### src/source/l1d_pkg.sv
`default_nettype none

package l1d_pkg;

  // Bus widths
  localparam int ADDR_WIDTH     = 32;
  localparam int WORD_IDX_WIDTH = 8;
  localparam int DATA_WIDTH     = 64;
  localparam int BE_WIDTH       = 8;
  localparam int TID_WIDTH      = 4;
  localparam int MEM_DEPTH      = 1 << WORD_IDX_WIDTH;

  typedef logic [ADDR_WIDTH-1:0] addr_t;
  typedef logic [DATA_WIDTH-1:0] data_t;
  typedef logic [BE_WIDTH-1:0]   be_t;
  typedef logic [1:0]            size_t;
  typedef logic [TID_WIDTH-1:0]  tid_t;
  typedef logic                  sid_t;

  // Access size code for a 32-bit word
  localparam size_t SIZE_WORD = 2'd2;

  // All-ones id marks an AMO response
  localparam tid_t AMO_TID = '1;

  localparam sid_t SID_LOAD  = 1'b0;
  localparam sid_t SID_STORE = 1'b1;

  // Operation as seen by the cache
  typedef enum logic [3:0] {
    REQ_LOAD,
    REQ_STORE,
    AMO_SWAP,
    AMO_ADD,
    AMO_AND,
    AMO_OR,
    AMO_XOR,
    AMO_MAX,
    AMO_MAXU,
    AMO_MIN,
    AMO_MINU
  } req_op_e;

  // Operation code driven by the core
  typedef enum logic [3:0] {
    CORE_AMO_NONE = 4'h0,
    CORE_AMO_SWAP = 4'h3,
    CORE_AMO_ADD  = 4'h4,
    CORE_AMO_AND  = 4'h5,
    CORE_AMO_OR   = 4'h6,
    CORE_AMO_XOR  = 4'h7,
    CORE_AMO_MAX  = 4'h8,
    CORE_AMO_MAXU = 4'h9,
    CORE_AMO_MIN  = 4'ha,
    CORE_AMO_MINU = 4'hb
  } core_amo_e;

endpackage

`default_nettype wire

### src/source/dcache_req_arbiter.sv
`timescale 1ns/1ps
`default_nettype none

module dcache_req_arbiter
  import l1d_pkg::*;
(
  input  wire logic    clk_i,
  input  wire logic    rst_i,

  input  wire logic    ld_valid_i,
  input  wire req_op_e ld_op_i,
  input  wire addr_t   ld_addr_i,
  input  wire data_t   ld_wdata_i,
  input  wire be_t     ld_be_i,
  input  wire size_t   ld_size_i,
  input  wire tid_t    ld_tid_i,
  input  wire logic    ld_need_rsp_i,

  input  wire logic    st_valid_i,
  input  wire req_op_e st_op_i,
  input  wire addr_t   st_addr_i,
  input  wire data_t   st_wdata_i,
  input  wire be_t     st_be_i,
  input  wire size_t   st_size_i,
  input  wire tid_t    st_tid_i,
  input  wire logic    st_need_rsp_i,

  output logic         ld_ready_o,
  output logic         st_ready_o,

  output logic         mem_valid_o,
  output req_op_e      mem_op_o,
  output addr_t        mem_addr_o,
  output data_t        mem_wdata_o,
  output be_t          mem_be_o,
  output size_t        mem_size_o,
  output tid_t         mem_tid_o,
  output logic         mem_need_rsp_o,
  output sid_t         mem_sid_o,

  input  wire logic    mem_rsp_valid_i,
  input  wire sid_t    mem_rsp_sid_i,
  input  wire tid_t    mem_rsp_tid_i,
  input  wire data_t   mem_rsp_rdata_i,

  output logic         ld_rsp_valid_o,
  output logic         st_rsp_valid_o,
  output tid_t         rsp_tid_o,
  output data_t        rsp_rdata_o
);

  // High when the load port won the last grant
  logic ld_last_q;
  logic sel_st;

  assign sel_st = st_valid_i & (~ld_valid_i | ld_last_q);

  assign ld_ready_o  = ld_valid_i & ~sel_st;
  assign st_ready_o  = sel_st;
  assign mem_valid_o = ld_valid_i | st_valid_i;

  assign mem_op_o       = sel_st ? st_op_i : ld_op_i;
  assign mem_addr_o     = sel_st ? st_addr_i : ld_addr_i;
  assign mem_wdata_o    = sel_st ? st_wdata_i : ld_wdata_i;
  assign mem_be_o       = sel_st ? st_be_i : ld_be_i;
  assign mem_size_o     = sel_st ? st_size_i : ld_size_i;
  assign mem_tid_o      = sel_st ? st_tid_i : ld_tid_i;
  assign mem_need_rsp_o = sel_st ? st_need_rsp_i : ld_need_rsp_i;
  assign mem_sid_o      = sel_st ? SID_STORE : SID_LOAD;

  always_ff @(posedge clk_i) begin
    if (rst_i) begin
      ld_last_q <= 1'b0;
    end else if (mem_valid_o) begin
      ld_last_q <= ld_ready_o;
    end
  end

  // Response goes back to the port named by its sid
  assign ld_rsp_valid_o = mem_rsp_valid_i & (mem_rsp_sid_i == SID_LOAD);
  assign st_rsp_valid_o = mem_rsp_valid_i & (mem_rsp_sid_i == SID_STORE);
  assign rsp_tid_o      = mem_rsp_tid_i;
  assign rsp_rdata_o    = mem_rsp_rdata_i;

  // A waiting store is served right after the load port wins over it
  store_follows_load: assert property (
    @(posedge clk_i) disable iff (rst_i)
    (ld_ready_o && st_valid_i) |=> (!st_valid_i || st_ready_o)
  ) else $error("store port not granted after losing to the load port");

endmodule

`default_nettype wire

### config.mk
export PLATFORM = sky130hd
export DESIGN_NAME = dcache_req_arbiter
export DESIGN_NICKNAME = d
export VERILOG_FILES = /design/src/source/l1d_pkg.sv /design/src/source/dcache_req_arbiter.sv
export SDC_FILE = /design/constraint.sdc
export NUM_CORES = 1
export LEC_CHECK = 0
export BUFFER_PORTS_ARGS = -buffer_cell sky130_fd_sc_hd__buf_2
export CELL_PAD_IN_SITES_DETAIL_PLACEMENT = 0
export CELL_PAD_IN_SITES_GLOBAL_PLACEMENT = 1
export CORE_AREA = 2 2 192 194
export DETAILED_ROUTE_END_ITERATION = 10
export DIE_AREA = 0 0 194 196
export PLACE_DENSITY_LB_ADDON = 0.1
export SYNTH_ARGS = -nofsm -noshare
export SYNTH_HDL_FRONTEND = slang
export SYNTH_SLANG_ARGS = --single-unit
### constraint.sdc
create_clock -name clk_i -period 2 [get_ports clk_i]
set_input_delay 0.6 -clock clk_i [delete_from_list [all_inputs] [get_ports clk_i]]
set_output_delay 0.6 -clock clk_i [all_outputs]
set_load 0.03 [all_outputs]
# Word-level counts from Yosys, hierarchy flattened
# Cells that the tools add are included.
[word_totals] in_bits=304 output_inout_bits=189 wordCells=18 reg_bits=1
[classes] n_mux=8 bitwise_logic=9
[ops] op="$mux W64" n=1
[ops] op="$mux W32" n=1
[ops] op="$mux W4" n=2
[ops] op="$mux W8" n=1
[ops] op="$and A1 B1 Y1" n=4
[ops] op="$not A1 Y1" n=3
[ops] op="$mux W1" n=2
[ops] op="$mux W2" n=1
[ops] op="$or A1 B1 Y1" n=2

# Depth between registers and ports, before layout
[depth] ltp_word=5 depth_mapped=6 depth_no_buf=3

# Worst setup path before layout
# No wires, ideal clock.
[synth_path] path_type="input to output" start="input ld_valid_i" end="output mem_be_o[0]" n_path_buf=2 cell_stages=5 t_required_ps=1400 arrival_ps=1599 setup_slack_ps=-199 cell_sequence="inv_2 o21ai_2 buf_6 buf_6 mux2_1"
[synth_via] elab_chain_cells=4
[synth_lines] item="start, declared" line_no="dcache_req_arbiter.sv:10" source="input wire logic ld_valid_i,"
[synth_lines] item="$not A1 Y1" line_no="dcache_req_arbiter.sv:56" source="assign sel_st = st_valid_i & (~ld_valid_i | ld_last_q);"
[synth_lines] item="$or A1 B1 Y1" line_no="dcache_req_arbiter.sv:56"
[synth_lines] item="$and A1 B1 Y1" line_no="dcache_req_arbiter.sv:56"
[synth_lines] item="$mux W8" line_no="dcache_req_arbiter.sv:65" source="assign mem_be_o = sel_st ? st_be_i : ld_be_i;"
[synth_lines] item="end, declared" line_no="dcache_req_arbiter.sv:35" source="output be_t mem_be_o,"
# Every way passes these cells.

# Worst setup path after layout
[layout_path] start="input ld_valid_i" end="output mem_wdata_o[55]"
[layout_via] elab_chain_cells=4
[layout_lines] item="$not A1 Y1" line_no="dcache_req_arbiter.sv:56"
[layout_lines] item="$or A1 B1 Y1" line_no="dcache_req_arbiter.sv:56"
[layout_lines] item="$and A1 B1 Y1" line_no="dcache_req_arbiter.sv:56"
[layout_lines] item="$mux W64" line_no="dcache_req_arbiter.sv:64" source="assign mem_wdata_o = sel_st ? st_wdata_i : ld_wdata_i;"
[layout_lines] item="end, declared" line_no="dcache_req_arbiter.sv:34" source="output data_t mem_wdata_o,"
# Every way passes these cells.

==> metrics.txt <==
outcome finished with violations; failing checks negative setup slack; EDFF count, synth 0; Placed Instances 973; worst min path class reg -> reg; Clock transition at path regs 0 ns; number of cells produced by synthesis 206; # IOs slightly below 500; post-route cell area 5230 um2; clock latency on the worst-skew pair 0 ns; clk_skew 0 ns; worst vdd ir about 110 uV; Iteration-0 DRC Markers 27; max FFs per register 1; largest reg by FF count ld_last_q; IO buf count 356; Pleak 2.81 nW; WL final approximately 13000 um; vias in the first global route 2967; top cells by count, synth mux2_2 (76), buf_4 (69), mux2_1 (39), buf_2 (7), buf_6 (5); Remaining DRCs 0; GP Congestion 0.814; Slew headroom 0.878; TritonRoute pass-1 iters 3; fillcell total 4097; f_max approximately 410 MHz; worst endpoint required time 1.40 ns; Starting Density 0.0548; Die ar. 38000 um2; first-pass GRT wire length 17600 um; largest net degree at the start of global routing 16; layout cell share with drive strength beyond 1 0.988; ys async rst share 0; Post-DRT Antenna Nets 0; hold depth 2; Cell Pwr Density approximately 340 nW/um2; top flop regs ld_last_q: 1 flops; top cells by area, synth mux2_2 (43%), buf_4 (26%), mux2_1 (22%); initial antenna violation count 0; unrepaired setup endpoints after global routing yes; Yosys top cell by area mux2_2; worst setup margin -0.410 ns; max incr delay on CP 0.31 ns; Post-CTS Hold Fix Bufs 0; # rows 70; final worst path period share 1.20; most frequent cell after synthesis mux2_2; Avg WL per Cell between 10 and 15 um; CP max stage cell mux2_4; Worst setup EP type output pin; syn_area_per_cell 9.59 um2; max cap viols 0; DP HPWL between 10000 and 15000 um; total number of vias 2832; Synth Flop Type dfxtp_1; Reg2Reg Depth 3; area grow syn2layout 165%; total core area 36100 um2; Final setup viols between 100 and 150; Die Ht 196 um; Post-Syn Area 1980 um2; Core Util, Final 0.145; mean number of vias per cell between 2 and 3; sequential share of the synthesized area 0.0101; Slew Viols, Final 0; top cell type's share of synthesized area 0.433; Final Net Count 827; worst slew pin tran 0.182 ns; die width 194 um; Synth cell types 15; critical path class in -> out; Syn Nets 510; hold violation count in the final report 0; Placed Area just over 4000 um2; Critical Path AT about 1.8 ns; final cell count without fillers 990; crit-path cells buf_12 > inv_12 > o21ai_4 > buf_6 > clkbuf_16 > buf_8 > mux2_4 > buf_2; Startpoint Class input port; Overflow after GRT 0; setup slack after placement -0.508 ns; gr usage total 0.0586; minimum clock period 2.41 ns; Yosys warnings 0; Crit Path Max Fanout 6; #FFs+latches synth 1
-- what timing repair did --
item | CTS | global route
setup endpoints to repair | 117 | 117
resized for setup | 153 | 143
hold endpoints to repair | 0 | 0
setup buffers | 11 | 2
cloned | 2 | 3
-- kinds of logic (layout without fill, tap and decap cells) --
| group | Yosys count | in the layout | synth area share |
|---|---|---|---|
| muxes | 115 | 115 | 0.655 |
| buffers and inverters | 83 | 398 | 0.312 |
| and+or+nand+nor | 4 | 4 | 0.0114 |
| AOI/OAI and AO/OA | 3 | 3 | 0.0108 |
| DFF | 1 | 1 | 0.0101 |
| other | 0 | 1 | 0 |
-- per-layer routing --
layer	GRT usage	wire, um	part of all wire
met5	0	0	0
met4	0.00140	19	0.0014
met3	0.0263	1640	0.12
met2	0.120	7130	0.54
met1	0.0556	4340	0.33
-- report_power, final --
| group | total, W | leakage (nW) | switching [W] | internal, W |
|---|---|---|---|---|
| clock network | 0.00000000134 | 0.00000634 | 0 | 0.00000000134 |
| registers | 0.0000237 | 0.00835 | 0.00000171 | 0.0000220 |
| logic | 0.00174 | 2.80 | 0.000815 | 0.000921 |
| total | 0.00176 | 2.81 | 0.000817 | 0.000943 |
-- cell usage in the layout, fill, tap and decap left out, types with 2 or more instances in the layout --
cell       Yosys  layout
buf_12         0       8
buf_16         0       2
buf_2          7     245
buf_4         69      45
buf_6          5      84
buf_8          0       9
clkbuf_16      0       3
mux2_2        76      29
mux2_4         0      86
-- final timing paths --
kind | from | end | slack (ns)
min reg2reg | ld_last_q$_SDFFE_PP0P_ | ld_last_q$_SDFFE_PP0P_ | 0.61
max reg2reg | ld_last_q$_SDFFE_PP0P_ | ld_last_q$_SDFFE_PP0P_ | 1.21
min | ld_last_q$_SDFFE_PP0P_ | ld_last_q$_SDFFE_PP0P_ | 0.61
max | ld_valid_i | mem_wdata_o[55] | -0.41
-- area by class of cell --
class	count	area (um2)	area share
sequential	1	20.0	0.00383
multi-input combinational	122	1670	0.319
antenna	1	2.50	0.000478
timing repair buffer	396	2940	0.561
inverter	2	20.0	0.00383
tap	468	586	0.112
-- stage by stage --
step / hold slack [ns] / power [W] / setup TNS (ns)
after floorplan: 0.518 / 0.00111 / -6.77
after global placement: 0.635 / 0.00139 / -51.25
after detailed placement: 0.616 / 0.00138 / -53.15
after CTS: 0.618 / 0.00161 / -45.33
after global routing: 0.648 / 0.00185 / -47.25
final: 0.610 / 0.00176 / -41.62
-- worst max-delay path, delay by kind of cell --
family | cells | cell delay, ns
AO/OA/AOI/OAI | 1 | 0.15
buffers and inverters | 6 | 0.75
multiplexers | 1 | 0.31
No activity file was read; power rests on OpenSTA's default activity.
